$ cat src/rtl/core_pkg.sv
`default_nettype none

package core_pkg;

    localparam int PREG_COUNT = 64;
    localparam int ROB_DEPTH  = 32;

    typedef logic [31:0]                   word_t;
    typedef logic [63:0]                   order_t;
    typedef logic [4:0]                    arch_reg_t;
    typedef logic [$clog2(PREG_COUNT)-1:0] phys_reg_t;
    typedef logic [$clog2(ROB_DEPTH)-1:0]  rob_idx_t;

    typedef enum logic [3:0] {
        ALU_ADD,
        ALU_SUB,
        ALU_SLL,
        ALU_SLT,
        ALU_SLTU,
        ALU_XOR,
        ALU_SRL,
        ALU_SRA,
        ALU_OR,
        ALU_AND,
        ALU_PASS_B      // lui
    } alu_op_e;

    localparam logic [6:0] OPC_OP     = 7'b0110011;
    localparam logic [6:0] OPC_OP_IMM = 7'b0010011;
    localparam logic [6:0] OPC_LUI    = 7'b0110111;

endpackage : core_pkg

`default_nettype wire

$ cat src/rtl/phys_regfile.sv
`timescale 1ns/1ps
`default_nettype none

module phys_regfile
import core_pkg::*;
(
    input  logic      clk,
    input  logic      rst,
    input  phys_reg_t ra_i,
    input  phys_reg_t rb_i,
    input  logic      wr_valid_i,
    input  phys_reg_t wr_pd_i,
    input  word_t     wr_data_i,
    output word_t     ra_data_o,
    output word_t     rb_data_o
);

    word_t regs_q [PREG_COUNT];

    // architectural registers start out as zero
    always_ff @(posedge clk) begin
        if (rst) begin
            for (int i = 0; i < PREG_COUNT; i++) begin
                regs_q[i] <= '0;
            end
        end else if (wr_valid_i && wr_pd_i != '0) begin
            regs_q[wr_pd_i] <= wr_data_i;
        end
    end

    assign ra_data_o = (ra_i == '0) ? '0 : regs_q[ra_i];
    assign rb_data_o = (rb_i == '0) ? '0 : regs_q[rb_i];

endmodule : phys_regfile

`default_nettype wire

$ cat config.mk
export PLATFORM = sky130hd
export DESIGN_NAME = phys_regfile
export DESIGN_NICKNAME = d
export VERILOG_FILES = /design/src/rtl/core_pkg.sv /design/src/rtl/phys_regfile.sv
export SDC_FILE = /design/constraint.sdc
export NUM_CORES = 2
export LEC_CHECK = 0
export BUFFER_PORTS_ARGS = -buffer_cell sky130_fd_sc_hd__buf_2
export CORE_ASPECT_RATIO = 1.4
export CORE_UTILIZATION = 54
export CTS_CLUSTER_SIZE = 28
export DETAILED_ROUTE_END_ITERATION = 8
export GPL_TIMING_DRIVEN = 0
export PLACE_DENSITY = 0.71
export SETUP_SLACK_MARGIN = 0.2
export SLEW_MARGIN = 20
export SYNTH_ARGS = -nofsm -noshare
export SYNTH_HDL_FRONTEND = slang
export SYNTH_SLANG_ARGS = --single-unit
export TNS_END_PERCENT = 50
$ cat constraint.sdc
create_clock -name clk -period 2.3 [get_ports clk]
set_clock_uncertainty 0.15 [all_clocks]
set_input_delay 0.23 -clock clk [delete_from_list [all_inputs] [get_ports clk]]
set_output_delay 0.23 -clock clk [all_outputs]
set_load 0.01 [all_outputs]
# After elaboration in Yosys (flattened, before gate mapping)

Memories as Yosys holds them, arrays and structs flattened.
Index checks and enable logic that the tools add are counted.

Flip-flop bits (word level): 0
Memory bits (writable): 2048
Input bits: 53
Output and inout bits: 64
Memories kept: 1

Memory list:

| memory | words | bits a word | rd ports | clocked after Yosys merged registers in | wr ports | RTL line           | RTL |
|---|---|---|---|---|---|---|---|
| regs_q | 64    | 32          | 2        | 0                                       | 64       | phys_regfile.sv:18 | `word_t regs_q [PREG_COUNT];` |

Muxes and demuxes: 10
Reductions and logical operators: 5

Operators with widths:

| kind                | number |
|---|---|
| 32-bit two-way mux  | 3 |
| 32-bit OR reduction | 1 |
| 6-bit zero test     | 2 |
| 1-bit two-way mux   | 6 |
| 6-bit two-way mux   | 1 |
| 6-bit nonzero test  | 1 |
| 1-bit logical AND   | 1 |

# Logic depth before layout (Yosys ltp)

Depth after elaboration: 7
Gate-level depth with buffers: 10

# Least setup slack after synthesis

Ideal clock, no wire load.

Path kind: input to output
Start point: input port ra_i[1]
End point: output port ra_data_o[12]
Data arrival time: 1.937 ns
Required time: 1.920 ns
Path slack: -0.017 ns
Cell stages on the path: 9
Buffers on the path: 4
Cells stage by stage: buf_2 buf_2 buf_2 buf_2 mux4_2 a22oi_1 o21ai_0 o221ai_1 o21ai_0

Word-level cells in the longest chain between the ends: 2
Elaborated cells on any way between the ends: 3
Classes of those cells: mux: 1; reduce/logical: 1; memory: 1

RTL lines:

| what                                                              | RTL line           | RTL |
|---|---|---|
| start, declared                                                   | phys_regfile.sv:9  | `input phys_reg_t ra_i,` |
| memory read 64 x 32 bit / 6-bit zero test (equally long branches) | -                  |  |
| 32-bit two-way mux (*)                                            | phys_regfile.sv:31 | `assign ra_data_o = (ra_i == '0) ? '0 : regs_q[ra_i];` |
| end, declared                                                     | phys_regfile.sv:14 | `output word_t ra_data_o,` |

Mark *: on every way between the ends. The rest lies on a longest branch, timed or not.

# Worst setup path in the final report

Start point: input port rb_i[4]
End point: output port rb_data_o[2]

Word-level cells in the longest chain between the ends: 2
Elaborated cells on any way between the ends: 3
Classes of those cells: mux: 1; reduce/logical: 1; memory: 1

RTL lines:

| what                                                              | RTL line           | RTL |
|---|---|---|
| start, declared                                                   | phys_regfile.sv:10 | `input phys_reg_t rb_i,` |
| memory read 64 x 32 bit / 6-bit zero test (equally long branches) | -                  |  |
| 32-bit two-way mux (*)                                            | phys_regfile.sv:32 | `assign rb_data_o = (rb_i == '0) ? '0 : regs_q[rb_i];` |
| end, declared                                                     | phys_regfile.sv:15 | `output word_t rb_data_o` |

Marked as above.

==> run_results.csv <==
group,metric,value,unit
status,outcome,"finished, violations left",
status,violations,"DRC, capacitance limit, slew limit, setup timing",
power_and_ir_drop,p_per_area,742.6,nW/µm²
clock_tree,clock-sinks,2048,
critical_path,crit_type,"in -> out",
synth,synthAdderAreaFrac,0,%
synth,synth-xor-area-share,0,%
hold_path,holdPathEnd,"regs_q[31][31]",
critical_path,start_kind,"input pin",
critical_path,worstPathRequired,1.92,ns
sta,setup_tns,-72.84,ns
power_and_ir_drop,intPower,67.58,mW
drt,antenna_left,0,
sta,slew_headroom,-5.579,%
drt,viasPerCell,7.733,
die,die_w,380.6,µm
global_route,grt_pass1_wl,725500,µm
clock_tree,clockRootBuffer,"clkbuf_16",
synth,synth_top_family_by_area,"multiplexers",
global_route,antenna_found_initial,61,
drt,post_drt_wl_per_cell,53.86,µm
finish,drive_gt1_share,31.39,%
critical_path,cp-end-kind,"output port",
power_and_ir_drop,power,94.99,mW
finish,stdcell_count,10610,
critical_path,cp.arrival,3.51,ns
sta,fin_hold_ws,0.1505,ns
die,start_util,54.31,%
finish,area_delta_synth_final,18.04,%
hold_path,hold_path.class,"in -> reg",
sta,timing_worst_slew_pin_value,1.584,ns
placement,gp_congestion,1.114,
synth,ys.flop_type,"edfxtp_1",
critical_path,critical_path.max_fanout,10,
power_and_ir_drop,clkPwrFrac,37.0,%
sta,drv_slew,9,
placement,portBuffers,105,
global_route,grt_overflow,0,
finish,fin_nets,7819,
global_route,grt_usage,55.63,%
placement,hpwl,429000,µm
drt,drtIter0Drc,14457,
synth,yosysSeqAreaShare,56.75,%
global_route,grt_pass1_vias,76597,
sta,rsz0062_at_grt,"yes",
sta,worst_slack,-1.587,ns
global_route,grt_max_degree,33,
synth,yosysUniqueCellTypes,57,
die,die_y,532.1,µm
die,ios,117,
finish,layout_commonest_cell,"edfxtp_1",
drt,drcViolationCount,2,
synth,synth_edf_count,2048,
power_and_ir_drop,p_sw,27.42,mW
power_and_ir_drop,pwr-share-seq,46.6,%
synth,yosys.area_share.simple,13.56,%
sta,fmax,257.3,MHz
synth,async_flop_share,0,%
die,num_rows,194,
synth,netlist_instances,7176,
sta,hold_violations,0,
clock_tree,numCtsBuffers,209,
finish,layout_common_cells,"edfxtp_1, and2_1, mux4_2",
sta,period_needed,3.887,ns
power_and_ir_drop,p_leak,43.85,nW
synth,synth-compound-area-share,4.265,%
synth,syn-cell-area,108400,µm²
synth,synth-seq-cells,2048,
synth,synthMuxAreaShare,22.22,%
hold_path,holdPathStages,4,
power_and_ir_drop,switching_share,28.86,%
drt,drt_first_pass_iters,9,
sta,period_share,169.0,%
placement,place_inst,10010,
synth,synth_warnings,0,
flow_run,drv_cap,1,
clock_tree,clock_path_buffers,4,
die,dieArea,202500,µm²
finish,largest_register_ffs,2048,
clock_tree,clkTransAtPathRegs,0.06,ns
power_and_ir_drop,comb_power_share,16.4,%
clock_tree,cts_tree,"yes",
placement,dp_slack,-3.060,ns
synth,synth_area_per_cell,15.10,µm²
power_and_ir_drop,ir_worst_vdd,0.7785,mV
drt,wl,571400,µm
die,core,199500,µm²
finish,top_register,"regs_q",
clock_tree,htreeDepth,4,
finish,reg.largest.list,"regs_q: 2048 flops",
drt,num_vias,82043,
sta,finalSetupViolations,198,
hold_path,min-delay-start,"wr_pd_i[0]",
[Yosys cell counts (9+ instances only)]
cell         n  share of area, %
a22o_1      29              0.23
a21oi_1     71              0.33
a211oi_1    32              0.22
nor3_1      52              0.24
or2_2       68              0.39
o21ai_0    157              0.73
mux4_2     951                20
nor2_1     139              0.48
mux2i_1    256               2.4
buf_2      145              0.67
buf_4       34              0.24
mux2_2       9             0.094
nor2b_1     10             0.058
buf_1       18             0.062
and2_1    2025                12
o21ai_1      9             0.042
clkbuf_1   555               1.9
nand3_1     30              0.14
o22ai_1     93              0.54
nand3b_1    10             0.069
a221oi_1    14              0.11
o221ai_1    90              0.73
buf_6       27              0.28
edfxtp_1  2048                57
a22oi_1    126              0.87
nand2_1     89              0.31
[per-layer routing]
metal	GRT usage, %	vias to the layer above	share of wire, %
met5	2.327	-	0.18
met4	55.68	26	13
met3	26.25	3203	16
met2	79.75	8912	42
met1	58.82	40929	28
li1	-	28973	-
[final cells by class]
type / instances / area (µm²)
antenna: 47 / 117.6
buffer: 780 / 5657
clock buffer: 244 / 5404
clock inverter: 118 / 1174
fill: 14675 / 71600
inverter: 4 / 15.01
multi-input combinational: 4402 / 47320
sequential: 2048 / 61500
tap: 2646 / 3311
timing repair buffer: 321 / 3421
[critical path, cell delays in order]
cell and delay, ns:
buf_2 0.22, buf_2 0.30, nand2b_1 0.14, buf_1 1.15, o21ai_0 0.63, o32ai_4 0.58
buf_2 0.22
[how the worst max path moves through the flow]
| stage | slack (ns) | startpoint | to | cells past startpoint |
|---|---|---|---|---|
| 6_report | -1.59 | rb_i[4] | rb_data_o[2] | 7 |
| 3_3_place_gp | -3.75 | rb_i[1] | rb_data_o[19] | 9 |
| 4_1_cts | -1.25 | regs_q[44][14] | rb_data_o[14] | 5 |
| 3_5_place_dp | -3.06 | ra_i[4] | ra_data_o[31] | 8 |
| 2_1_floorplan | 0.04 | wr_pd_i[5] | regs_q[40][0] | 6 |
| 5_1_grt | -1.34 | regs_q[45][14] | rb_data_o[14] | 5 |
[metrics by stage]
step	utilization (%)	area [µm²]
after detailed placement	57.50	114700
final	64.11	127900
after floorplan	-	109500
after CTS	63.13	126000
after global placement	56.82	113400
after global routing	64.06	127800
[what timing repair did]
item | 4_1_cts | 5_1_grt
hold buffers | 32 | 0
pin swaps | 122 | 113
setup buffers | 45 | 86
setup endpoints to repair | 3576 | 2491
gates resized for setup | 914 | 277
gates cloned | 19 | 10
hold endpoints to repair | 542 | 0
[power by group through the flow]
stage               clock network (mW)  registers, mW  logic (mW)
floorplan                            0           44.3        6.62
global placement                     0           44.8        12.3
detailed placement                   0           45.0        12.6
CTS                               34.4           44.1        14.0
global route                      35.6           44.4        15.1
finish                            35.2           44.3        15.6
[logic make-up (layout without fill, tap and decap cells)]
logic type / after synthesis / count (layout)
mux: 1216 / 1216
other cells: 1 / 79
simple gates: 2450 / 2478
flops: 2048 / 2048
buf+inv: 785 / 1467
compound gates: 676 / 676
Note: power is estimated with default switching activity, not from simulation.
