### config.mk
export PLATFORM = sky130hd
export DESIGN_NAME = commit_result
export DESIGN_NICKNAME = d
export VERILOG_FILES = /design/src/rtl/core_pkg.sv /design/src/rtl/commit_result.sv
export SDC_FILE = /design/constraint.sdc
export NUM_CORES = 2
export LEC_CHECK = 0
export BUFFER_PORTS_ARGS = -buffer_cell sky130_fd_sc_hd__clkbuf_2
export CAP_MARGIN = 20
export CELL_PAD_IN_SITES_DETAIL_PLACEMENT = 1
export CELL_PAD_IN_SITES_GLOBAL_PLACEMENT = 1
export CORE_MARGIN = 2
export CORE_UTILIZATION = 40
export CTS_BUF_LIST = sky130_fd_sc_hd__clkbuf_4 sky130_fd_sc_hd__clkbuf_8
export DETAILED_ROUTE_END_ITERATION = 8
export PLACE_DENSITY_LB_ADDON = 0.1
export SYNTH_ARGS = -nofsm -noshare
export SYNTH_HDL_FRONTEND = slang
export SYNTH_SLANG_ARGS = --single-unit
### constraint.sdc
create_clock -name clk -period 6.5 [get_ports clk]
set_input_delay 0 -clock clk [delete_from_list [all_inputs] [get_ports clk]]
set_output_delay 0 -clock clk [all_outputs]
set_load 0.01 [all_outputs]
### src/rtl/core_pkg.sv
`default_nettype none

package core_pkg;

    localparam int PREG_COUNT = 64;
    localparam int ROB_DEPTH  = 32;

    typedef logic [31:0]                   word_t;
    typedef logic [63:0]                   order_t;
    typedef logic [4:0]                    arch_reg_t;
    typedef logic [$clog2(PREG_COUNT)-1:0] phys_reg_t;
    typedef logic [$clog2(ROB_DEPTH)-1:0]  rob_idx_t;

    typedef enum logic [3:0] {
        ALU_ADD,
        ALU_SUB,
        ALU_SLL,
        ALU_SLT,
        ALU_SLTU,
        ALU_XOR,
        ALU_SRL,
        ALU_SRA,
        ALU_OR,
        ALU_AND,
        ALU_PASS_B      // lui
    } alu_op_e;

    localparam logic [6:0] OPC_OP     = 7'b0110011;
    localparam logic [6:0] OPC_OP_IMM = 7'b0010011;
    localparam logic [6:0] OPC_LUI    = 7'b0110111;

endpackage : core_pkg

`default_nettype wire

### src/rtl/commit_result.sv
`timescale 1ns/1ps
`default_nettype none

module commit_result
import core_pkg::*;
(
    input  logic      clk,
    input  logic      rst,
    input  logic      disp_valid_i,
    input  word_t     disp_pc_i,
    input  arch_reg_t disp_rd_i,
    input  phys_reg_t disp_pd_i,
    input  logic      disp_we_i,
    input  logic      res_valid_i,
    input  rob_idx_t  res_rob_i,
    input  word_t     res_value_i,
    output logic      rob_full_o,
    output rob_idx_t  rob_tail_o,
    output logic      free_valid_o,
    output phys_reg_t free_pd_o,
    output logic      commit_valid_o,
    output word_t     commit_pc_o,
    output order_t    commit_order_o,
    output arch_reg_t commit_rd_o,
    output logic      commit_we_o,
    output word_t     commit_value_o
);

    localparam int CNT_W = $clog2(ROB_DEPTH) + 1;

    word_t                pc_q    [ROB_DEPTH];
    arch_reg_t            rd_q    [ROB_DEPTH];
    phys_reg_t            pd_q    [ROB_DEPTH];
    word_t                value_q [ROB_DEPTH];
    logic [ROB_DEPTH-1:0] we_q;
    logic [ROB_DEPTH-1:0] done_q;
    rob_idx_t             head_q;
    rob_idx_t             tail_q;
    logic [CNT_W-1:0]     count_q;
    order_t               order_q;
    phys_reg_t            rrat_q  [32];

    assign rob_full_o     = (count_q == CNT_W'(ROB_DEPTH));
    assign rob_tail_o     = tail_q;
    assign commit_valid_o = (count_q != '0) && done_q[head_q];
    assign commit_pc_o    = pc_q[head_q];
    assign commit_order_o = order_q;
    assign commit_rd_o    = rd_q[head_q];
    assign commit_we_o    = we_q[head_q];
    assign commit_value_o = value_q[head_q];
    assign free_valid_o   = commit_valid_o && commit_we_o;
    assign free_pd_o      = rrat_q[commit_rd_o];   // mapping being replaced

    always_ff @(posedge clk) begin
        if (disp_valid_i) begin
            pc_q[tail_q] <= disp_pc_i;
            rd_q[tail_q] <= disp_rd_i;
            pd_q[tail_q] <= disp_pd_i;
            we_q[tail_q] <= disp_we_i;
        end
        if (res_valid_i) begin
            value_q[res_rob_i] <= res_value_i;
        end
    end

    always_ff @(posedge clk) begin
        if (rst) begin
            head_q  <= '0;
            tail_q  <= '0;
            count_q <= '0;
            order_q <= '0;
            done_q  <= '0;
            for (int i = 0; i < 32; i++) begin
                rrat_q[i] <= phys_reg_t'(i);
            end
        end else begin
            if (disp_valid_i) begin
                done_q[tail_q] <= 1'b0;
                tail_q         <= tail_q + 1'b1;
            end
            if (res_valid_i) begin
                done_q[res_rob_i] <= 1'b1;
            end
            if (commit_valid_o) begin
                head_q  <= head_q + 1'b1;
                order_q <= order_q + 1'b1;
                if (commit_we_o) begin
                    rrat_q[commit_rd_o] <= pd_q[head_q];
                end
            end
            case ({disp_valid_i, commit_valid_o})
                2'b10:   count_q <= count_q + 1'b1;
                2'b01:   count_q <= count_q - 1'b1;
                default: count_q <= count_q;
            endcase
        end
    end

endmodule : commit_result

`default_nettype wire

# Word level (Yosys, flattened, before mapping)
# Memory sizes are Yosys's and may differ from the RTL's. A register that Yosys moved wholly into a read port is not among the register bits.
# Cells that the tools add are included.
# word_totals
register_bits	144
latch_bits	0
mem_bits_rw	2592
rom_bits	0
input_bits	85
elab_cells	68
n_memories	5
# mem_list
name	depth	word_bits	rd	rd_clocked_by_memory_dff	wr	line_no	source
pc_q	32	32	1	1	1	commit_result.sv:31	word_t pc_q [ROB_DEPTH];
value_q	32	32	1	1	1	commit_result.sv:34	word_t value_q [ROB_DEPTH];
pd_q	32	6	1	1	1	commit_result.sv:33	phys_reg_t pd_q [ROB_DEPTH];
rrat_q	32	6	1	0	32	commit_result.sv:41	phys_reg_t rrat_q [32];
rd_q	32	5	1	1	1	commit_result.sv:32	arch_reg_t rd_q [ROB_DEPTH];
# op_classes
n_addsub	5
n_mul	0
div	0
order_cmp	5
n_eq_ne	3
n_shift	0
mux	34
bitwise_logic	3
reduce_logical	7
# op_table
operator	n
$mux W32	3
$add A64 B1 Y64 const B	1
$mux W5	9
$and A32 B32 Y32	1
$bwmux W32	1
$not A32 Y32	1
$or A32 B32 Y32	1
$lt A5 B6 Y1 const B	3
$mux W1	15
$pmux W6 S2	1
$add A5 B1 Y5 const B	2
$bmux W1 S5	2
$demux W1 S5	2
$ge A5 B1 Y1 const B	2
$add A6 B1 Y6 const B	1
$eq A6 B6 Y1 const B	1
$mux W6	1
$reduce_bool A6 Y1	1
$reduce_or A6 Y1	1
$sub A6 B1 Y6 const B	1
$logic_and A1 B1 Y1	4
$eq A2 B1 Y1 const B	1
$eq A2 B2 Y1 const B	1
$reduce_bool A2 Y1	1

# Depth between registers and ports, before layout
# depth
ltp_word	10
depth_mapped	18

# Least setup slack after synthesis
# No wires, ideal clock.
# synth_path
kind	register to register
startpoint	reg head_q[0]
endpoint	reg count_q[4]
setup_ns	0.128
t_arrival_ns	3.815
setup_slack_ns	2.558
path_stages_with_launch	18
path_buffers	3
synth_period_minus_slack_ns	3.942
path_cell_list	dfxtp_1 -> buf_4 -> mux4_2 -> mux2_2 -> a211oi_1 -> a211oi_2 -> nand2_1 -> clkinv_1 -> buf_1 -> ha_1 -> buf_1 -> xor2_1 -> ha_1 -> a21oi_1 -> a32oi_1 -> a21oi_1 -> xnor2_1 -> nor2_1
# synth_via
elab_chain_cells	5
elab_cells_between_ends	7
cone_classes	2 x eq/ne; 3 x mux; 2 x reduce/logical
# synth_lines
element	line_no	source
from (decl)	commit_result.sv:37	rob_idx_t head_q;
from (signal assigned)	commit_result.sv:85	head_q <= head_q + 1'b1;
$bmux W1 S5 *	commit_result.sv:45	assign commit_valid_o = (count_q != '0) && done_q[head_q];
$mux W1 (implied by the code) *	commit_result.sv:45	
$logic_and A1 B1 Y1 *	commit_result.sv:45	
net commit_valid_o	commit_result.sv:21	output logic commit_valid_o,
$eq A2 B1 Y1 / $eq A2 B2 Y1 (equally long branches)	commit_result.sv:91	case ({disp_valid_i, commit_valid_o})
$pmux W6 S2 / $reduce_bool A2 Y1 (equally long branches)	--	
to (signal assigned)	commit_result.sv:92	2'b10: count_q <= count_q + 1'b1;
to (signal assigned)	commit_result.sv:93	2'b01: count_q <= count_q - 1'b1;
to (signal assigned)	commit_result.sv:94	default: count_q <= count_q;
to (decl)	commit_result.sv:39	logic [CNT_W-1:0] count_q;
# The timed path passes the listed nets; every way through them passes the cells marked *. The select of a mux whose other input is x is not followed.
# A chain may end at the register's enable or synchronous reset.

==> impl_metrics.env <==
export IMPL_via_per_inst=5.570
export IMPL_wl_per_cell_um=31.79
export IMPL_ys_flop_type="edfxtp_1"
export IMPL_final_common_cell="edfxtp_1"
export IMPL_cts_made_buffers=462
export IMPL_gp_congestion=0.7966
export IMPL_grt_pass1_wl_um=436100
export IMPL_end_kind="primary output"
export IMPL_nNetsFinal=5821
export IMPL_cellLeakagePower_nw=37.82
export IMPL_critPathArrivalTime_ns=6.05
export IMPL_grt_remaining_overflow=0
export IMPL_setup_viol=0
export IMPL_synth_seq_cells=2741
export IMPL_hold_viol_final=0
export IMPL_cts_sinks=2741
export IMPL_cts_tree="done"
export IMPL_core_area_um2=265300
export IMPL_drt_iter0_markers=4702
export IMPL_fmax_mhz=165.3
export IMPL_drv_cap=0
export IMPL_synth_fp_nets=5121
export IMPL_layout_common_cells="edfxtp_1, mux4_2, clkbuf_8"
export IMPL_cts_max_level=5
export IMPL_yosysUniqueCellTypes=67
export IMPL_ir_drop_mv=0.2254
export IMPL_synth_area_um2=106700
export IMPL_crit_path_start_kind="register"
export IMPL_async_reset_ff_frac=0
export IMPL_antenna_found_initial=15
export IMPL_worst_slack_ns=0.4497
export IMPL_ios=233
export IMPL_period_share=0.9308
export IMPL_finalClockSkew_ns=0.07250
export IMPL_final_cell_area_um2=122800
export IMPL_worstPathRequired_ns=6.50
export IMPL_outcome="finished, final reports clean"
export IMPL_start_util=0.4022
export IMPL_synth_seq_area_share=0.7603
export IMPL_root_buffer="clkbuf_8"
export IMPL_syn_avg_cell_area_um2=21.23
export IMPL_grt_use_total=0.2248
export IMPL_dieArea_um2=270900
export IMPL_cp_max_fo=42
export IMPL_placed_area_um2=112700
export IMPL_clock_latency_ns=1.11
export IMPL_tightest_slew_ns=1.105
export IMPL_cts_buffer_depth=4
export IMPL_slew_viol_final=0
export IMPL_portBuffers=232
export IMPL_regArea_um2=81160
export IMPL_antenna_left=0
export IMPL_rsz0062_at_grt="false"
export IMPL_die_y_um=520.5
export IMPL_grt_max_degree=135
export IMPL_dr_total_vias=53636
export IMPL_pre_cts_ws_ns=1.365
export IMPL_dp_hpwl_um=155600
export IMPL_crit_type="reg -> out"
export IMPL_syn2layout_area_growth_pct=15.11
export IMPL_multi_input_area_um2=24460
export IMPL_fillers=24402
export IMPL_yosys_warnings=0
export IMPL_layout_drive_gt1_share=0.3364
export IMPL_wl_um=306100
export IMPL_hold_class="in -> reg"
export IMPL_grt_pass1_vias=57747
export IMPL_cts_clk_slew_worst_paths_ns=0.05
export IMPL_fin_tns_setup_ns=0
export IMPL_p_per_area_nw_per_um2=288.4
export IMPL_timing_hold_ws_ns=0.09515
export IMPL_synth_edff_count=2624
export IMPL_synth_cells=5027
export IMPL_power_total_mw=35.43
export IMPL_drc=0
export IMPL_die_width_um=520.5
export IMPL_r2r_slack_ns=1.54
export IMPL_drt_pass1_iter_count=7
export IMPL_min_period_ns=6.050
export IMPL_core_rowCount=189
export IMPL_slew_headroom=0.2635
[path summary, 6_finish.rpt]
| path | startpoint | end | depth (start not counted) |
|---|---|---|---|
| min reg2reg | done_q[22]$_SDFF_PP0_ | done_q[22]$_SDFF_PP0_ | 2 |
| max | register | free_pd_o[0] | 9 |
| max reg2reg | register | rrat_q[12][3]$_SDFFCE_PN1P_ | 8 |
| min | res_rob_i[4] | done_q[31]$_SDFF_PP0_ | 6 |
[critical path, stage by stage (launching register included)]
cell and delay, ns:
dfxtp_4 0.94, buf_4 0.65, mux4_2 0.40, mux4_2 0.51, mux2_2 0.49, nand2b_1 0.38, nor2_1 0.32, a2111oi_1 0.74
nand3_1 0.26, clkbuf_2 0.20
[synth_stat cells (all sizes together), types with 31 or more instances]
library cell / n / area share
nor3: 31 / 0.0015
clkbuf: 159 / 0.0056
xnor2: 45 / 0.0037
mux2: 78 / 0.0082
nand2b: 35 / 0.0021
nor4: 31 / 0.0018
mux2i: 67 / 0.0064
nand2: 226 / 0.0080
inv: 63 / 0.0022
mux4: 762 / 0.16
o21ai: 46 / 0.0022
buf: 120 / 0.0053
edfxtp: 2624 / 0.74
a21oi: 90 / 0.0042
nand3: 70 / 0.0033
dfxtp: 117 / 0.022
nor2: 242 / 0.0087
[flip-flops by register name (all words and copies together), names as in the netlist, named ones only]
name	cells
value_q	1024
done_q	32
pd_q	192
rd_q	160
commit_order_o	64
rob_tail_o	5
we_q	32
count_q	6
pc_q	1024
head_q	5
rrat_q	192
[repair_timing]
action / in CTS / in global routing
hold endpoints to repair: 3290 / 0
hold buffers: 128 / 0
setup endpoints to repair: 0 / 1
setup buffers: 0 / 1
resized for setup: 0 / 1
[stage by stage]
| stage | std cells | util |
|---|---|---|
| 6_report | 9630 | 0.4630 |
| 5_1_grt | 9626 | 0.4629 |
| 4_1_cts | 9613 | 0.4627 |
| 3_5_place_dp | 8666 | 0.4248 |
| 3_3_place_gp | 8665 | 0.4247 |
| 2_1_floorplan | 5027 | - |
[final cells by class]
cell class                      instances  area share
Sequential cell                      2741      0.6607
Multi-Input combinational cell       1943      0.1991
Clock buffer                          652     0.06363
Tap cell                             3533     0.03599
Timing Repair Buffer                  515     0.03052
Clock inverter                        167    0.007731
Inverter                               64    0.002078
Antenna cell                           15   0.0003056
[routing by layer]
layer	track usage	part of all wire	vias up
met5	0	0.000046	-
met4	0.05271	0.021	2
met3	0.03103	0.043	482
met2	0.3856	0.51	1348
met1	0.3046	0.43	29523
li1	-	-	22281
[cells by family (layout without fill, tap and decap cells)]
logic type                 after synthesis  after routing  synth area share
buffers and inverters                  343           1398           0.01321
other                                    0             15                 0
DFF                                   2741           2741            0.7603
adders and majority gates                9              9          0.001055
and+or+nand+nor                        748            748           0.03238
AOI/OAI and AO/OA                      216            216           0.01243
xor gates and xnor gates                63             63          0.005170
muxes                                  907            907            0.1754
[power breakdown]
part	switching, mW	internal [mW]
registers	0.0441	19.5
clock network	7.04	7.82
logic	0.719	0.298
Power figures use the tool's default switching activity.
