[config.mk]
export PLATFORM = sky130hd
export DESIGN_NAME = rename_decode
export DESIGN_NICKNAME = d
export VERILOG_FILES = /design/src/rtl/core_pkg.sv /design/src/rtl/rename_decode.sv
export SDC_FILE = /design/constraint.sdc
export NUM_CORES = 1
export LEC_CHECK = 0
export BUFFER_PORTS_ARGS = -buffer_cell sky130_fd_sc_hd__buf_4
export CORE_MARGIN = 2
export CORE_UTILIZATION = 25
export CTS_BUF_LIST = sky130_fd_sc_hd__clkbuf_8
export DETAILED_ROUTE_END_ITERATION = 8
export GPL_TIMING_DRIVEN = 1
export PLACE_DENSITY = 0.38
export SYNTH_ARGS = -nofsm -noshare
export SYNTH_HDL_FRONTEND = slang
export SYNTH_SLANG_ARGS = --single-unit
[constraint.sdc]
create_clock -name clk -period 7.5 [get_ports clk]
set_input_delay 1.125 -clock clk [delete_from_list [all_inputs] [get_ports clk]]
set_output_delay 1.125 -clock clk [all_outputs]
set_load 0.02 [all_outputs]
[src/rtl/core_pkg.sv]
`default_nettype none

package core_pkg;

    localparam int PREG_COUNT = 64;
    localparam int ROB_DEPTH  = 32;

    typedef logic [31:0]                   word_t;
    typedef logic [63:0]                   order_t;
    typedef logic [4:0]                    arch_reg_t;
    typedef logic [$clog2(PREG_COUNT)-1:0] phys_reg_t;
    typedef logic [$clog2(ROB_DEPTH)-1:0]  rob_idx_t;

    typedef enum logic [3:0] {
        ALU_ADD,
        ALU_SUB,
        ALU_SLL,
        ALU_SLT,
        ALU_SLTU,
        ALU_XOR,
        ALU_SRL,
        ALU_SRA,
        ALU_OR,
        ALU_AND,
        ALU_PASS_B      // lui
    } alu_op_e;

    localparam logic [6:0] OPC_OP     = 7'b0110011;
    localparam logic [6:0] OPC_OP_IMM = 7'b0010011;
    localparam logic [6:0] OPC_LUI    = 7'b0110111;

endpackage : core_pkg

`default_nettype wire

[src/rtl/rename_decode.sv]
`timescale 1ns/1ps
`default_nettype none

module rename_decode
import core_pkg::*;
(
    input  logic      clk,
    input  logic      rst,
    input  logic      iq_empty_i,
    input  word_t     iq_inst_i,
    input  word_t     iq_pc_i,
    input  logic      rob_full_i,
    input  rob_idx_t  rob_tail_i,
    input  logic      res_valid_i,
    input  phys_reg_t res_pd_i,
    input  logic      free_valid_i,
    input  phys_reg_t free_pd_i,
    output logic      iq_pop_o,
    output logic      disp_valid_o,
    output alu_op_e   disp_op_o,
    output phys_reg_t disp_ps1_o,
    output phys_reg_t disp_ps2_o,
    output phys_reg_t disp_pd_o,
    output logic      disp_we_o,
    output logic      disp_use_imm_o,
    output word_t     disp_imm_o,
    output rob_idx_t  disp_rob_o,
    output arch_reg_t disp_rd_o,
    output word_t     disp_pc_o
);

    localparam int FL_DEPTH = PREG_COUNT - 32;  // everything beyond the identity map
    localparam int FL_W     = $clog2(FL_DEPTH);

    phys_reg_t             rat_q  [32];
    phys_reg_t             fl_mem [FL_DEPTH];
    logic [FL_W-1:0]       fl_head_q;
    logic [FL_W-1:0]       fl_tail_q;
    logic [FL_W:0]         fl_count_q;
    logic [PREG_COUNT-1:0] busy_q;

    logic [6:0] opcode;
    logic [2:0] funct3;
    arch_reg_t  rd;
    arch_reg_t  rs1;
    arch_reg_t  rs2;
    logic       is_op;
    logic       is_op_imm;
    logic       is_lui;
    logic       need_dest;
    logic       alloc;

    assign opcode    = iq_inst_i[6:0];
    assign funct3    = iq_inst_i[14:12];
    assign rd        = iq_inst_i[11:7];
    assign is_op     = (opcode == OPC_OP);
    assign is_op_imm = (opcode == OPC_OP_IMM);
    assign is_lui    = (opcode == OPC_LUI);
    assign need_dest = (is_op || is_op_imm || is_lui) && (rd != '0);
    assign rs1       = (is_op || is_op_imm) ? iq_inst_i[19:15] : '0;   // x0 never busy
    assign rs2       = is_op ? iq_inst_i[24:20] : '0;

    assign disp_ps1_o = rat_q[rs1];
    assign disp_ps2_o = rat_q[rs2];
    assign iq_pop_o   = !iq_empty_i && !rob_full_i && !(need_dest && fl_count_q == '0)
                        && !busy_q[disp_ps1_o] && !busy_q[disp_ps2_o];
    assign alloc      = iq_pop_o && need_dest;

    assign disp_valid_o   = iq_pop_o;
    assign disp_we_o      = need_dest;
    assign disp_pd_o      = need_dest ? fl_mem[fl_head_q] : '0;
    assign disp_rd_o      = need_dest ? rd : '0;
    assign disp_use_imm_o = is_op_imm || is_lui;
    assign disp_imm_o     = is_lui ? {iq_inst_i[31:12], 12'b0}
                                   : {{20{iq_inst_i[31]}}, iq_inst_i[31:20]};
    assign disp_rob_o     = rob_tail_i;
    assign disp_pc_o      = iq_pc_i;

    always_comb begin
        case (funct3)
            3'b000:  disp_op_o = (is_op && iq_inst_i[30]) ? ALU_SUB : ALU_ADD;
            3'b001:  disp_op_o = ALU_SLL;
            3'b010:  disp_op_o = ALU_SLT;
            3'b011:  disp_op_o = ALU_SLTU;
            3'b100:  disp_op_o = ALU_XOR;
            3'b101:  disp_op_o = iq_inst_i[30] ? ALU_SRA : ALU_SRL;
            3'b110:  disp_op_o = ALU_OR;
            default: disp_op_o = ALU_AND;
        endcase
        if (is_lui) begin
            disp_op_o = ALU_PASS_B;
        end
    end

    always_ff @(posedge clk) begin
        if (rst) begin
            for (int i = 0; i < 32; i++) begin
                rat_q[i] <= phys_reg_t'(i);
            end
            for (int i = 0; i < FL_DEPTH; i++) begin
                fl_mem[i] <= phys_reg_t'(32 + i);
            end
            fl_head_q  <= '0;
            fl_tail_q  <= '0;
            fl_count_q <= (FL_W + 1)'(FL_DEPTH);
            busy_q     <= '0;
        end else begin
            if (res_valid_i) begin
                busy_q[res_pd_i] <= 1'b0;
            end
            if (alloc) begin
                rat_q[rd]         <= disp_pd_o;
                busy_q[disp_pd_o] <= 1'b1;
                fl_head_q         <= fl_head_q + 1'b1;
            end
            if (free_valid_i) begin
                fl_mem[fl_tail_q] <= free_pd_i;
                fl_tail_q         <= fl_tail_q + 1'b1;
            end
            case ({free_valid_i, alloc})
                2'b10:   fl_count_q <= fl_count_q + 1'b1;
                2'b01:   fl_count_q <= fl_count_q - 1'b1;
                default: fl_count_q <= fl_count_q;
            endcase
        end
    end

endmodule : rename_decode

`default_nettype wire

Word-level counts from Yosys, hierarchy flattened
Memory sizes are Yosys's and may differ from the RTL's. A register that Yosys moved wholly into a read port is not among the register bits.
Index checks and enable logic that the tools add are counted.

storage, ports and cells
  flip-flop bits (word level) = 80
  bits in writable memories = 384
  input bits = 87
  output and inout port bits = 100
  word-level logic and storage cells = 91
  memories kept = 2

operators by class
  add/sub/neg operators = 4
  order comparisons = 6
  equality and inequality tests = 11
  multiplexer cells = 37
  bitwise operators = 3
  reductions and logical operators = 24

memory list
  memory  depth  width  read ports  clocked after Yosys merged registers in  wr ports  line                 RTL
  fl_mem  32     6      1           1                                        32        rename_decode.sv:36  phys_reg_t fl_mem [FL_DEPTH];
  rat_q   32     6      2           0                                        32        rename_decode.sv:35  phys_reg_t rat_q [32];

operators with widths
  kind                                                                                  number
  64-bit two-way mux                                                                    3
  64-bit bitwise AND                                                                    1
  64-bit NOT                                                                            1
  64-bit bitwise OR                                                                     1
  5-bit two-way mux                                                                     7
  31-bit two-way mux                                                                    1
  6-bit by 7-bit less-than comparator with 1-bit output (second input constant)         4
  4-bit one-hot mux with 7 select lines                                                 1
  6-bit two-way mux                                                                     3
  1-bit two-way mux                                                                     16
  7-bit by 6-bit equality test with 1-bit output (second input constant)                2
  1-bit binary-select mux with 6-bit select                                             2
  1-bit demux with 6-bit select                                                         2
  6-bit by 1-bit greater-or-equal comparator with 1-bit output (second input constant)  2
  6-bit one-hot mux with 2 select lines                                                 1
  6-bit OR reduction                                                                    2
  5-bit by 1-bit adder with 5-bit output (second input constant)                        2
  1-bit logical AND                                                                     10
  3-bit equality test (second input constant)                                           3
  7-bit by 5-bit equality test with 1-bit output (second input constant)                1
  6-bit by 1-bit adder with 6-bit output (second input constant)                        1
  3-bit by 2-bit equality test with 1-bit output (second input constant)                2
  6-bit zero test                                                                       1
  6-bit by 1-bit subtractor with 6-bit output (second input constant)                   1
  other kinds (9)                                                                       15

Longest topological paths before layout
  depth in word-level cells = 15
  mapped depth = 27
  depth with buffers taken out = 21

Worst setup path before layout
OpenSTA, ideal clock, no wires.

  path kind = input -> register
  start point = input iq_inst_i[3]
  end point = register fl_count_q[5]
  library setup time = 62 ps
  data arrival time = 5,886 ps
  required time = 7,438 ps
  slack = 1,552 ps
  cell stages on the path = 23
  buffers on the path = 3
  cells stage by stage = and4bb_2 > and2_1 > buf_4 > mux2_1 > a221oi_1 > o21ai_1 > a21oi_4 > mux2_2 > a222oi_1 > or4b_1 > nand4_4 > nor3b_4 > buf_2 > buf_4 > ha_1 > ha_1 > a21o_1 > a21oi_1 > o21bai_1 > a21oi_1 > xnor2_1 > or3_1 > nand3_1

between the ends
  longest elaborated chain between the ends = 12

ends and longest elaborated chain
  item                                                                                                              line                                      RTL
  start: declaration                                                                                                rename_decode.sv:10                       input word_t iq_inst_i,
  7-bit by 6-bit equality test with 1-bit output or 7-bit by 5-bit equality test with 1-bit output (tied branches)  rename_decode.sv:56, rename_decode.sv:57
  1-bit logical OR                                                                                                  rename_decode.sv:59, rename_decode.sv:60
  5-bit two-way mux or 1-bit logical OR (tied branches)                                                             rename_decode.sv:60, rename_decode.sv:59
  memory 32 x 6 bit or 1-bit logical AND (tied branches)                                                            -
  1-bit binary-select mux with 6-bit select or 1-bit logical AND (tied branches)                                    rename_decode.sv:66, rename_decode.sv:65
  1-bit two-way mux (not written as such) or 1-bit zero test (tied branches)                                        rename_decode.sv:66, rename_decode.sv:65
  1-bit zero test or 1-bit logical AND (tied branches)                                                              rename_decode.sv:66, rename_decode.sv:65
  1-bit logical AND (2 in series)                                                                                   rename_decode.sv:66                       && !busy_q[disp_ps1_o] && !busy_q[disp_ps2_o];
  1-bit logical AND (*)                                                                                             rename_decode.sv:67                       assign alloc = iq_pop_o && need_dest;
  2-bit by 1-bit equality test with 1-bit output or 2-bit equality test (tied branches)                             rename_decode.sv:120                      case ({free_valid_i, alloc})
  6-bit one-hot mux with 2 select lines or 2-bit nonzero test (tied branches)                                       -
  end signal: assignment                                                                                            rename_decode.sv:121                      2'b10: fl_count_q <= fl_count_q + 1'b1;
  end signal: assignment                                                                                            rename_decode.sv:122                      2'b01: fl_count_q <= fl_count_q - 1'b1;
  end signal: assignment                                                                                            rename_decode.sv:123                      default: fl_count_q <= fl_count_q;
  end: declaration                                                                                                  rename_decode.sv:39                       logic [FL_W:0] fl_count_q;

Every way passes the cells marked *; elsewhere a longest branch is shown, timed or not. The select of a mux whose other input is x is not followed.
A chain may end at the register's enable or synchronous reset.

Worst setup path after layout
  start point = input iq_inst_i[15]
  end point = output iq_pop_o

between the ends
  longest elaborated chain between the ends = 7

ends and longest elaborated chain
  item                                       line                 RTL
  5-bit two-way mux                          rename_decode.sv:60  assign rs1 = (is_op || is_op_imm) ? iq_inst_i[19:15] : '0;
  memory 32 x 6 bit                          -
  1-bit binary-select mux with 6-bit select  rename_decode.sv:66
  1-bit two-way mux (not written as such)    rename_decode.sv:66
  1-bit zero test                            rename_decode.sv:66
  1-bit logical AND (2 in series)            rename_decode.sv:66
  end: declaration                           rename_decode.sv:18  output logic iq_pop_o,

No other way between the ends. The select of a mux whose other input is x is not followed.

==> run summary <==
CTS buffer count: 89
R2R cell count: 15
Max-slew headroom: 0.109
fraction of registers with async set/reset: 0
commonest register cell after synthesis: edfxtp_1
Seq/Total Area, Yosys: 0.500
sequential share of power: 0.487
Clock power frac: 0.417
synthesized cell area: 26,500 um^2
max incr delay on CP: 540 ps
initial DRC count: 1,821
RR Startpoint: rat_q[3][0]$_SDFFCE_PN1P_
Clock transition at path regs: 50 ps
via/cell ratio: 5.23
Tot Pwr: 5970 uW
FF-to-FF End: rat_q[4][1]$_SDFFCE_PN0P_
drc violations: 0
GRT Overall Usage: 0.183
largest net degree at the start of global routing: 220
Max Root-Sink Buffers: 3
Tcrit/Tclk final: 0.901
Mean Syn Cell Area: 11.2 um^2
post-synthesis cell type count: 93
worst vdd ir: 0.000117 V
PostCTS Resize Cnt: 0
WHS: 511 ps
CP max-delay cell: mux4_2
worst hold start: fl_head_q[1]$_SDFFE_PP0N_
fmax: 148 MHz
setup repair bufs after CTS: 0
max cap viols: 0
final count of pins violating max slew: 0
Non-Filler Instances: 3,826
FP Rows: 119
I/O pin count: 187
worst slew pin tran: 1330 ps
CP Max Fanout: 29
Critical Path Start Type: primary input
Final Setup Violations: 0
WL/cell: 26.4 um
number of nets with antenna violations after routing: 0
TritonCTS Sinks: 469
power share of the combinational group: 0.095
Net Sw Frac: 0.273
Final min period: 6760 ps
GP Congestion: 0.938
port buffer count: 112
grt ovf: 0
Int Power: 4340 uW
iteration count of the initial detailed-routing pass: 8
CTS H-tree lvls: 3
vias in the first global route: 19,900
outcome: finished, final reports clean
Hold Path Depth: 2
Pleak: 0.0106 uW
RSZ-0062 raised after global routing: no
full die area: 108,000 um^2
Data arrival, critical path: 5630 ps
Core ar.: 105,000 um^2
reg-to-reg setup timing slack: 1840 ps
pwr dens: 199 nW/um^2
worst min path class: flip-flop to flip-flop
layout cells sized above 1: 0.189
Post-synth EDFFs: 384
Setup crit end kind: primary output
Layout Area Growth over Synthesis: 13.3%
Clock Skews: 67.5 ps
layout net count: 2,461
Die Y: 329 um
CTS root buf: clkbuf_8
CP cell instances: buf_4 -> buf_4 -> mux4_2 -> mux2i_1 -> o22a_1 -> o21ai_0 -> o21ai_1 -> inv_1 -> a211oi_1 -> o211ai_1 -> and4b_1 -> a211oi_4 -> nor2_1 -> buf_4
initial antenna violation count: 4
Worst-Skew Late Latency: 750 ps
CTS tree: yes
starting density of the core: 0.252
switching power: 1630 uW
setup TNS: 0 ps
first-pass GRT wire length: 145,000 um
CTS Hold Buffers Added: 0
die width: 329 um
placed cell count: 3,663
Synth Register Bits: 469
synth warn: 0
DR vias: 20,000
Final Hold Viols: 0
Post-Synthesis Cells: 2,359
most used cell, CP: buf_4
type of the worst setup path: primary input to primary output
Critical Path RT: 6380 ps
drt total wl: 101,000 um
DP HPWL: 69,000 um
## worst max-delay path, delay by kind of cell
kind,cells,cell delay [ps]
buffers and inverters,4,1300
AO/OA/AOI/OAI,6,1720
multiplexers,2,860
AND/OR/NAND/NOR,2,560
## power groups by stage
stage / Sequential (uW) / Clock [uW] / Combinational (uW)
2_1_floorplan: 2930 / 0 / 382
3_3_place_gp: 2960 / 0 / 570
3_5_place_dp: 2960 / 0 / 572
4_1_cts: 2910 / 2560 / 574
5_1_grt: 2910 / 2670 / 605
6_report: 2910 / 2490 / 570
## layout make-up
| class | instances | area (um^2) |
|---|---|---|
| antenna | 2 | 5.00 |
| multi-input combinational | 1591 | 11800 |
| tap | 1391 | 1740 |
| inverter | 38 | 145 |
| timing repair buffer | 174 | 1330 |
| fill | 10900 | 75200 |
| sequential | 469 | 13200 |
| clock buffer | 99 | 1360 |
| clock inverter | 62 | 347 |
## layer usage
| layer | part of all wire | GRT usage | up-vias |
|---|---|---|---|
| met5 | 0 | 0 | - |
| met4 | 0.033 | 0.0613 | 0 |
| met3 | 0.051 | 0.0291 | 180 |
| met2 | 0.47 | 0.297 | 709 |
| met1 | 0.45 | 0.249 | 10200 |
| li1 | - | - | 8933 |
## kinds of logic (layout without fill, tap and decap cells)
kind of cell,after synthesis,in the layout,share of synthesized area
AOI/OAI and AO/OA,408,408,0.111
buffers and inverters,304,373,0.0556
adders and majority gates,11,11,0.00549
DFF,469,469,0.500
muxes,269,269,0.151
other,1,8,0.000142
and+or+nand+nor,887,887,0.173
xor gates and xnor gates,10,10,0.00331
## synthesized netlist by cell type, drive strengths merged (5+ instances only)
library cell | count | area [um^2]
a32o | 11 | 110
ha | 10 | 125
and3 | 92 | 581
buf | 134 | 833
a211o | 5 | 43.8
o221ai | 9 | 78.8
or2 | 11 | 68.8
mux2 | 40 | 450
a21o | 108 | 811
nor4 | 13 | 81.3
a221oi | 31 | 284
a31oi | 6 | 37.5
nor3b | 7 | 63.8
edfxtp | 384 | 11500
nor2b | 20 | 125
a211oi | 19 | 165
nand4 | 17 | 121
o211ai | 13 | 97.6
and2 | 40 | 250
nand2b | 15 | 93.8
dfxtp | 85 | 1700
nor2 | 190 | 723
o21ai | 59 | 295
a2111oi | 9 | 80.1
or3 | 65 | 412
a22oi | 7 | 52.6
mux4 | 101 | 2270
mux2i | 128 | 1280
a21oi | 82 | 422
and4 | 20 | 175
nand3 | 100 | 505
clkbuf | 132 | 495
inv | 36 | 135
o22ai | 8 | 63.8
nor3 | 88 | 452
xor2 | 6 | 52.6
nand2 | 182 | 683
nand3b | 12 | 93.8
## layout by cell type (no fill, tap or decap), types with 33 or more instances in the layout
| master | n |
|---|---|
| edfxtp_1 | 384 |
| nor2_1 | 187 |
| nand2_1 | 182 |
| buf_4 | 172 |
| mux2i_1 | 128 |
| a21o_1 | 108 |
| mux4_2 | 101 |
| nand3_1 | 99 |
| clkbuf_8 | 99 |
| and3_1 | 91 |
| nor3_1 | 85 |
| dfxtp_1 | 83 |
| a21oi_1 | 81 |
| inv_1 | 67 |
| or3_1 | 64 |
| o21ai_0 | 56 |
| and2_1 | 40 |
| mux2_2 | 33 |
## registers in the layout, indices dropped and copies added, names as in the netlist, named ones only
| signal | count |
|---|---|
| busy_q | 64 |
| fl_mem | 192 |
| rat_q | 192 |
| fl_head_q | 5 |
| fl_count_q | 6 |
| fl_tail_q | 5 |
## how the worst max path moves through the flow
stage | start | to | slack [ps]
floorplan | iq_inst_i[3] | fl_count_q[5]$_SDFFE_PP1P_ | 1550
global placement | iq_inst_i[15] | fl_count_q[5]$_SDFFE_PP1P_ | 510
detailed placement | iq_inst_i[3] | rat_q[5][0]$_SDFFCE_PN1P_ | 420
CTS | iq_inst_i[15] | iq_pop_o | 790
global route | iq_inst_i[3] | disp_valid_o | 600
finish | iq_inst_i[15] | iq_pop_o | 740
## through the flow
stage                      util  cell area [um^2]  setup WS [ps]
final                     0.285             30000            745
after global routing      0.285             30000            601
after CTS                 0.285             30000            793
after detailed placement  0.269             28200            425
after global placement    0.269             28200            511
after floorplan               -             26500           1550
(Power assumes the default switching activity.)
