--- src/rtl/core_pkg.sv ---
`default_nettype none

package core_pkg;

    localparam int PREG_COUNT = 64;
    localparam int ROB_DEPTH  = 32;

    typedef logic [31:0]                   word_t;
    typedef logic [63:0]                   order_t;
    typedef logic [4:0]                    arch_reg_t;
    typedef logic [$clog2(PREG_COUNT)-1:0] phys_reg_t;
    typedef logic [$clog2(ROB_DEPTH)-1:0]  rob_idx_t;

    typedef enum logic [3:0] {
        ALU_ADD,
        ALU_SUB,
        ALU_SLL,
        ALU_SLT,
        ALU_SLTU,
        ALU_XOR,
        ALU_SRL,
        ALU_SRA,
        ALU_OR,
        ALU_AND,
        ALU_PASS_B      // lui
    } alu_op_e;

    localparam logic [6:0] OPC_OP     = 7'b0110011;
    localparam logic [6:0] OPC_OP_IMM = 7'b0010011;
    localparam logic [6:0] OPC_LUI    = 7'b0110111;

endpackage : core_pkg

`default_nettype wire

--- src/rtl/fetch_unit.sv ---
`timescale 1ns/1ps
`default_nettype none

module fetch_unit
import core_pkg::*;
#(
    parameter word_t RESET_PC = 32'h1eceb000
) (
    input  logic  clk,
    input  logic  rst,
    input  logic  imem_ready_i,
    input  logic  imem_rvalid_i,
    input  word_t imem_rdata_i,
    input  logic  iq_full_i,
    output word_t imem_addr_o,
    output logic  imem_read_o,
    output logic  iq_push_o,
    output word_t iq_inst_o,
    output word_t iq_pc_o
);

    typedef enum logic {
        REQUEST,
        WAIT
    } fetch_state_e;

    fetch_state_e state_q;
    word_t        pc_q;
    logic         armed_q;  // low in the first cycle out of reset

    assign imem_read_o = armed_q && (state_q == REQUEST) && imem_ready_i && !iq_full_i;
    assign iq_push_o   = (state_q == WAIT) && imem_rvalid_i;
    assign imem_addr_o = pc_q;
    assign iq_inst_o   = imem_rdata_i;
    assign iq_pc_o     = pc_q;

    always_ff @(posedge clk) begin
        if (rst) begin
            state_q <= REQUEST;
            pc_q    <= RESET_PC;
            armed_q <= 1'b0;
        end else begin
            armed_q <= 1'b1;
            if (imem_read_o) begin
                state_q <= WAIT;
            end else if (iq_push_o) begin
                state_q <= REQUEST;
                pc_q    <= pc_q + 32'd4;    // one read outstanding, so advance on response
            end
        end
    end

endmodule : fetch_unit

`default_nettype wire

--- config.mk ---
export PLATFORM = sky130hd
export DESIGN_NAME = fetch_unit
export DESIGN_NICKNAME = d
export VERILOG_FILES = /design/src/rtl/core_pkg.sv /design/src/rtl/fetch_unit.sv
export SDC_FILE = /design/constraint.sdc
export NUM_CORES = 1
export LEC_CHECK = 0
export BUFFER_PORTS_ARGS = -buffer_cell sky130_fd_sc_hd__buf_2
export CORE_UTILIZATION = 45
export CTS_CLUSTER_SIZE = 8
export DETAILED_ROUTE_END_ITERATION = 10
export MAX_ROUTING_LAYER = met4
export PLACE_DENSITY = 0.85
export SYNTH_ARGS = -nofsm -noshare
export SYNTH_HDL_FRONTEND = slang
export SYNTH_SLANG_ARGS = --single-unit
export TNS_END_PERCENT = 30
--- constraint.sdc ---
create_clock -name clk -period 3.3 [get_ports clk]
set_input_delay 0.165 -clock clk [delete_from_list [all_inputs] [get_ports clk]]
set_output_delay 0.165 -clock clk [all_outputs]
set_load 0.01 [all_outputs]
# After elaboration in Yosys (flattened, before gate mapping)
# Index checks and enable logic that the tools add are counted.
# totals
regBits,34
input_bits,37
output_inout_bits,98
word_cells,16
# op_classes
n_addsub,1
muxes,3
n_bitwise,2
reduce_logical,7
# ops
cell,n
adder 32 x 3 -> 32 bit (second input constant),1
logical AND 1 bit,4
two-way mux 1 bit,3
inverter 1 bit,2
AND reduction 2 bit,1
nonzero test 2 bit,1
logical NOT 1 bit,1

# Depth between registers and ports, before layout
# Gate-level depths: netlist of run 1.
# logic_depth
depth_word,6
depth_mapped,6
mapped_depth_nobuf,5

# Least setup slack after synthesis of run 1
# Ideal clock, no wire load.
# synth_timing
kind,register to register
from,register pc_q[13] (netlist: imem_addr_o[13])
to,register pc_q[31] (netlist: imem_addr_o[31])
setup_ps,121
arrival_time_ps,1887
required_ps,3179
slack_ps,1293
stages_incl_launch_ff,6
path_buffers,1
synth_period_minus_slack_ps,2007
path_cell_list,dfxtp_1 > nand4_1 > or4_4 > buf_6 > nor4_1 > mux2_2
# synth_between
elab_chain_cells,1
# synth_rtl
item,line_no,source
from (decl),fetch_unit.sv:28,word_t pc_q;
from (signal assigned),fetch_unit.sv:48,pc_q <= pc_q + 32'd4;
adder 32 x 3 -> 32 bit,fetch_unit.sv:48,
# Every way passes these cells.
# A chain may end at the register's enable or synchronous reset.

# Worst setup path after layout of run 1
# layout_timing
from,register pc_q[2] (netlist: imem_addr_o[2])
to,register pc_q[30] (netlist: imem_addr_o[30])
# The elaborated chain is that of the path after synthesis.

==> results of run 1 <==
per-stage QoR:
stage / hold slack, ps / std cells
global placement: 330.1 / 287
detailed placement: 330.1 / 287
finish: 203.3 / 295
CTS: 190.9 / 295
floorplan: 347.7 / 245
global route: 226.3 / 295
flip-flops by register name, summed over array words and instances (netlist names):
signal,count
imem_addr_o,30
armed_q,1
state_q,1
metal layers:
| layer | vias up | global-route usage | part of all wire |
|---|---|---|---|
| met3 | 18 | 0.04770 | 0.068 |
| met2 | 56 | 0.2929 | 0.45 |
| met4 | 0 | 0.1327 | 0.036 |
| li1 | 770 | - | - |
| met5 | - | - | 0 |
| met1 | 706 | 0.1984 | 0.44 |
power by group through the flow:
| stage | Clock [µW] | Combinational (µW) | Sequential [µW] |
|---|---|---|---|
| final | 308 | 17.8 | 389 |
| after global routing | 334 | 19.9 | 389 |
| after CTS | 317 | 17.8 | 389 |
| after detailed placement | 0 | 17.8 | 398 |
| after global placement | 0 | 17.5 | 398 |
| after floorplan | 0 | 55.4 | 398 |
layout make-up:
class | count | area share
sequential | 32 | 0.3253
inverter | 9 | 0.01715
tap | 50 | 0.03177
multi-input combinational | 130 | 0.4123
timing repair buffer | 66 | 0.1677
clock buffer | 8 | 0.04574
how the worst min path moves through the flow:
stage | slack, ps | endpoint | startpoint | depth (start not counted)
after global routing | 230 | state_q | iq_full_i | 4
after global placement | 330 | iq_inst_o[0] | imem_rdata_i[0] | 0
after CTS | 190 | state_q | iq_full_i | 4
after detailed placement | 330 | iq_inst_o[0] | imem_rdata_i[0] | 0
after floorplan | 350 | state_q | imem_rvalid_i | 3
final | 200 | state_q | iq_full_i | 4
worst reg2reg max path, cell delays in order, from the launching register on:
cell and delay, ps:
sky130_fd_sc_hd__dfxtp_1 410, sky130_fd_sc_hd__ha_1 200, sky130_fd_sc_hd__and4_1 320, sky130_fd_sc_hd__nand4_1 280, sky130_fd_sc_hd__or4_1 580, sky130_fd_sc_hd__a21oi_1 150
cells in the mapped netlist (3+ instances only):
library cell / number / area share
sky130_fd_sc_hd__buf_4: 66 / 0.25
sky130_fd_sc_hd__dfxtp_1: 32 / 0.32
sky130_fd_sc_hd__nand3_1: 16 / 0.040
sky130_fd_sc_hd__nand2_1: 14 / 0.026
sky130_fd_sc_hd__nor2_1: 13 / 0.024
sky130_fd_sc_hd__a21oi_1: 10 / 0.025
sky130_fd_sc_hd__inv_1: 8 / 0.015
sky130_fd_sc_hd__o21ai_0: 7 / 0.017
sky130_fd_sc_hd__o31ai_1: 7 / 0.026
sky130_fd_sc_hd__or3_1: 7 / 0.022
sky130_fd_sc_hd__or4_1: 7 / 0.026
sky130_fd_sc_hd__clkbuf_1: 6 / 0.011
sky130_fd_sc_hd__xor2_1: 6 / 0.026
sky130_fd_sc_hd__nand4_1: 4 / 0.012
sky130_fd_sc_hd__nor4_1: 4 / 0.012
sky130_fd_sc_hd__and2_1: 3 / 0.0093
sky130_fd_sc_hd__and4_1: 3 / 0.013
sky130_fd_sc_hd__nor2b_1: 3 / 0.0093
sky130_fd_sc_hd__xnor2_1: 3 / 0.013
cell usage in the layout, fill, tap and decap left out, types with 2 or more instances in the layout:
cell and n:
sky130_fd_sc_hd__buf_2 66, sky130_fd_sc_hd__dfxtp_1 32, sky130_fd_sc_hd__nand3_1 16, sky130_fd_sc_hd__nand2_1 14, sky130_fd_sc_hd__nor2_1 13, sky130_fd_sc_hd__a21oi_1 10
sky130_fd_sc_hd__inv_1 8, sky130_fd_sc_hd__or3_1 7, sky130_fd_sc_hd__o21ai_0 7, sky130_fd_sc_hd__o31ai_1 7, sky130_fd_sc_hd__or4_1 7, sky130_fd_sc_hd__xor2_1 6
sky130_fd_sc_hd__clkbuf_8 6, sky130_fd_sc_hd__nor4_1 4, sky130_fd_sc_hd__nand4_1 4, sky130_fd_sc_hd__conb_1 4, sky130_fd_sc_hd__and2_1 3, sky130_fd_sc_hd__and4_1 3
sky130_fd_sc_hd__xnor2_1 3, sky130_fd_sc_hd__nor2b_1 3, sky130_fd_sc_hd__and3_1 2, sky130_fd_sc_hd__nand4_2 2, sky130_fd_sc_hd__or3_2 2, sky130_fd_sc_hd__mux2i_1 2
sky130_fd_sc_hd__clkbuf_1 2
kinds of logic after synthesis:
family / synth area share
AND/OR/NAND/NOR: 0.2534
buffers and inverters: 0.2827
flip-flops: 0.3188
AO/OA/AOI/OAI: 0.08219
XOR/XNOR: 0.03923
multiplexers: 0.01557
adder cells (fa/ha/maj): 0.006226
other: 0.001866
==> run_results.csv, run 1 <==
group,metric,value,unit
cts,cts.repair_timing.setup_buffer_count,0,
finish,area_of_the_multi_input_gates,812.0,µm²
synthesis,synth.yosys.seq_area_share,0.3188,
setup_path,crit_path_start_kind,"flop",
setup_path,rr_endpoint,"imem_addr_o[30]",
cts,cts-resized-gates,0,
setup_path,critical_path_depth,5,
cts,cts_max_level,2,
setup_path,critical_path.max_stage_delay,580,ps
cts,number_of_buffers_between_clock_root_and_the_deepest_sink,2,
route,length_of_the_first_detailed_routing_pass_in_iterations,4,
finish,area_delta_synth_final,-1.992,%
run_status,status,"finished, final reports clean",
cts,worstSkewPairLatency,290,ps
power,swShare,0.2132,
route,vias_per_cell,5.254,
route,num_vias,1550,
setup_path,critPathBufInv,0,
sta,final.setup.worst_slack,1282,ps
global_routing,grt_max_degree,28,
synthesis,synthDistinctLibCells,38,
place,routability_congestion_estimate_from_global_placement,0.8265,
sta,clock.fmax,0.4955,GHz
global_routing,grt_pass1_vias,1347,
route,route.final.wire_length,3868,µm
place,detailedPlacementHpwl,2778,µm
route,antenna_violating_nets_left,0,
finish,sequential_cell_area,640.6,µm²
setup_path,r2r-start,"imem_addr_o[2]",
place,post-place-ws,1289,ps
setup_path,timing_endpoint_of_the_critical_path,"imem_addr_o[30]",
finish,diodes,0,
power,cellPowerDensity,363.0,nW/µm²
cts,tritoncts,"yes",
power,p_total,714.8,µW
power,switching_power,152.4,µW
setup_path,worstPathCellList,"ha_1 > and4_1 > nand4_1 > or4_1 > a21oi_1",
setup_path,crit_path_end_kind,"flop",
cts,path_clk_slew,60,ps
finish,post_route_cells_drive_above_1_share,0.3347,
synthesis,mappedNetlistArea,2009,µm²
route,wl_per_cell,13.11,µm
synthesis,ys_seq_elements,32,
global_routing,wire_length_of_the_first_global_routing_pass,6085,µm
route,drt_drc_violations_left,0,
die,fp.coreArea,4144,µm²
die,row_count,23,
finish,post-route-util,0.4752,
sta,min_period_over_period,0.6116,
synthesis,synth_cells,242,
sta,layout_skew,4.280,ps
synthesis,async_reset_ff_frac,0,
synthesis,dominantRegCellSynth,"sky130_fd_sc_hd__dfxtp_1",
global_routing,global_route.usage.total,0.1841,
hold_path,hold_class,"input pin to flop",
run,max_cap_violations,0,
route,first_iter_violations,46,
sta,final-setup-viol-count,0,
sta,final_hold_viol_count,0,
finish,nNetsFinal,282,
power,seqPwrFrac,0.545,
cts,ctsRootBufferMaster,"sky130_fd_sc_hd__clkbuf_8",
place,placedInstanceArea,1879,µm²
synthesis,yosysWarnings,0,
sta,fin_crit,2018,ps
cts,cts.hold.buffers_added,0,
setup_path,ff2ff_setup_slack,1280,ps
power,power_frac_comb,0.025,
setup_path,cp_top_family,"simple AND/OR/NAND/NOR gates",
setup_path,worst_setup_path_startpoint,"imem_addr_o[2]",
finish,stdcell_area,1969,µm²
place,io_buffer_count,66,
setup_path,critical_path_required,3520,ps
sta,finalMaxSlewViolations,0,
cts,cts_buffer_count,5,
cts,cts_sinks,32,
global_routing,global_route.overflow_total,0,
setup_path,critPathArrivalTime,2240,ps
synthesis,synth-edff-count,0,
finish,fill_cells,429,
power,power.clock.fraction,0.430,
die,boundaryPins,135,
sta,timing.setup.tns,0,ps
die,fp.dieH,68.83,µm
setup_path,crit_path_max_fanout,8,
die,full_die_area,4737,µm²
die,dieWidth,68.83,µm
synthesis,synth_area_per_cell,8.303,µm²
power,leakagePower,0.0008647,µW
power,internal_power,562.4,µW
setup_path,ff2ff_path_depth,5,
setup_path,start_to_end_type_of_the_worst_setup_path,"flop to flop",
die,initial_standard_cell_utilization_of_the_core,0.4849,
setup_path,critical_path.slowest_cell,"sky130_fd_sc_hd__or4_1",
power,ir_worst_vdd,0.2090,mV
sta,grt_setup_unrepaired,"false",
global_routing,antenna_violations_before_repair,0,
No activity file was read; power rests on OpenSTA's default activity.
==> run 2: changes to the inputs <==
--- a/config.mk
+++ b/config.mk
@@ -6,11 +6,11 @@
 export NUM_CORES = 1
 export LEC_CHECK = 0
 export BUFFER_PORTS_ARGS = -buffer_cell sky130_fd_sc_hd__buf_2
-export CORE_UTILIZATION = 45
+export CORE_UTILIZATION = 42
 export CTS_CLUSTER_SIZE = 8
 export DETAILED_ROUTE_END_ITERATION = 10
 export MAX_ROUTING_LAYER = met4
-export PLACE_DENSITY = 0.85
+export PLACE_DENSITY = 0.8
 export SYNTH_ARGS = -nofsm -noshare
 export SYNTH_HDL_FRONTEND = slang
 export SYNTH_SLANG_ARGS = --single-unit
==> constraint.sdc (replaced) <==
create_clock -name clk -period 1.9 [get_ports clk]
set_input_delay 0.095 -clock clk [delete_from_list [all_inputs] [get_ports clk]]
set_output_delay 0.095 -clock clk [all_outputs]
set_load 0.01 [all_outputs]
==> run 2 against run 1 <==
Worst setup slack got worse by 1200 ps. The run now ends with DRC left. Sequential power rose by 74%. Die area rose by 6.9%. Total power rose by 77%. Register-to-register slack got worse by 1200 ps. Via count rose by 7.7%. Non-clock buffer count rose by 18. Core utilization rose by 0.29 points. Highest routed layer unchanged. Hold slack got worse by 22 ps. Count of clock-buffer cells in the layout fell by 1. First-iteration DRC count rose by 110%.
==> run_results.csv, run 2 (synthesis results as in run 1) <==
group,metric,value,unit
run_status,status,"finished, violations left",
run_status,failed_checks,"DRC",
setup_path,critPathBufInv,0,
route,wl_per_cell,13.34,µm
global_routing,global_route.usage.total,0.1696,
sta,final-setup-viol-count,0,
finish,layout.cells.most_common_list,"66 x sky130_fd_sc_hd__buf_2, 24 x sky130_fd_sc_hd__dfxtp_1, 18 x sky130_fd_sc_hd__buf_4",
finish,stdcell_area,2140,µm²
cts,number_of_buffers_between_clock_root_and_the_deepest_sink,2,
sta,fin_crit,1864,ps
finish,post-route-util,0.4782,
place,routability_congestion_estimate_from_global_placement,0.7927,
cts,worstSkewPairLatency,280,ps
setup_path,worstPathCellList,"nand4_1 > or4_4 > o31a_2 > or3_1",
setup_path,crit_path_max_fanout,14,
global_routing,grt_max_degree,28,
power,ir_worst_vdd,0.2344,mV
setup_path,critical_path.slowest_cell,"sky130_fd_sc_hd__or4_4",
sta,min_period_over_period,0.9811,
sta,timing.setup.tns,0,ps
cts,cts.hold.buffers_added,0,
route,route.final.wire_length,4190,µm
die,dieWidth,71.17,µm
die,row_count,24,
sta,clock.fmax,0.5364,GHz
hold_path,hold_class,"input pin to flop",
finish,nNetsFinal,300,
setup_path,critical_path.max_stage_delay,660,ps
setup_path,critical_path_required,2070,ps
route,first_iter_violations,98,
place,post-place-ws,43.37,ps
finish,post_route_cells_drive_above_1_share,0.4313,
cts,tritoncts,"yes",
sta,max_slew_margin,0.6652,
die,fp.coreArea,4474,µm²
place,io_buffer_count,66,
cts,cts_sinks,32,
setup_path,start_to_end_type_of_the_worst_setup_path,"flop to flop",
sta,layout_skew,2.902,ps
setup_path,cp_top_family,"simple AND/OR/NAND/NOR gates",
route,antenna_violating_nets_left,0,
route,num_vias,1670,
power,cellPowerDensity,592.9,nW/µm²
place,detailedPlacementHpwl,3069,µm
die,full_die_area,5065,µm²
die,initial_standard_cell_utilization_of_the_core,0.4491,
place,placedInstanceArea,2026,µm²
global_routing,global_route.overflow_total,0,
cts,cts_max_level,2,
global_routing,wire_length_of_the_first_global_routing_pass,6389,µm
cts,ctsRootBufferMaster,"sky130_fd_sc_hd__clkbuf_8",
die,boundaryPins,135,
sta,final_hold_viol_count,0,
run,max_cap_violations,0,
route,drt_drc_violations_left,8,
die,fp.dieH,71.17,µm
sta,grt_setup_unrepaired,"true",
sta,final.setup.worst_slack,35.82,ps
global_routing,antenna_violations_before_repair,0,
route,vias_per_cell,5.318,
sta,tightest_slew,502.2,ps
cts,path_clk_slew,60,ps
sta,finalMaxSlewViolations,0,
finish,final_common_cell,"sky130_fd_sc_hd__buf_2",
finish,area_delta_synth_final,6.476,%
finish,max_reg_flops,30,
power,leakagePower,0.0009564,µW
global_routing,grt_pass1_vias,1359,
setup_path,crit_path_end_kind,"flop",
setup_path,critPathArrivalTime,2030,ps
cts,cts_buffer_count,5,
route,length_of_the_first_detailed_routing_pass_in_iterations,7,
setup_path,crit_path_start_kind,"flop",
finish,diodes,0,
-- run 2: cell count changes in the layout (fill, tap and decap cells not counted), sizes merged --
| cell | previous run | this run |
|---|---|---|
| buf | 66 | 84 |
| clkbuf | 8 | 7 |
-- run 2: layout make-up --
class                      instances  area, µm²
clock buffer                       7      96.34
inverter                           9      33.78
timing repair buffer              84      465.4
tap                               52      65.06
sequential                        32      650.6
fill                             432       2335
multi-input combinational        130      828.3
-- run 2: final timing paths --
check                                      from               to  slack (ps)  cells after the start
worst max register to register  imem_addr_o[12]  imem_addr_o[25]          40                      4
worst max-delay path            imem_addr_o[12]  imem_addr_o[25]          40                      4
worst min-delay path              imem_rvalid_i          state_q         180                      4
worst min register to register  imem_addr_o[21]  imem_addr_o[21]         500                      2
-- run 2: routing by layer --
layer	vias up	GRT usage	share of wire
li1	807	-	-
met1	779	0.1931	0.44
met2	65	0.2571	0.48
met3	19	0.05698	0.063
met4	0	0.1022	0.027
met5	-	-	0
-- run 2: worst min-delay path, stage by stage --
cell and delay, ps:
sky130_fd_sc_hd__buf_2 130, sky130_fd_sc_hd__inv_1 50, sky130_fd_sc_hd__a21oi_1 70, sky130_fd_sc_hd__nor2_1 80
-- run 2: timing repair --
item,CTS,global route
buffers inserted,0,1
gates resized for setup,0,3
endpoints found under the setup margin,0,10
-- run 2: per-stage QoR --
stage / std cells / total power, µW / hold slack [ps]
after CTS: 313 / 1282 / 178.2
final: 314 / 1268 / 181.8
after floorplan: 245 / 786.7 / 249.2
after global placement: 306 / 722.2 / 190.1
after detailed placement: 306 / 723.1 / 190.1
after global routing: 314 / 1314 / 190.0
-- run 2: where the power goes --
part	switching (µW)	internal [µW]	total (µW)
logic	24.1	9.31	33.5
clock network	238	322	560
registers	2.07	673	675
total	264	1000	1270
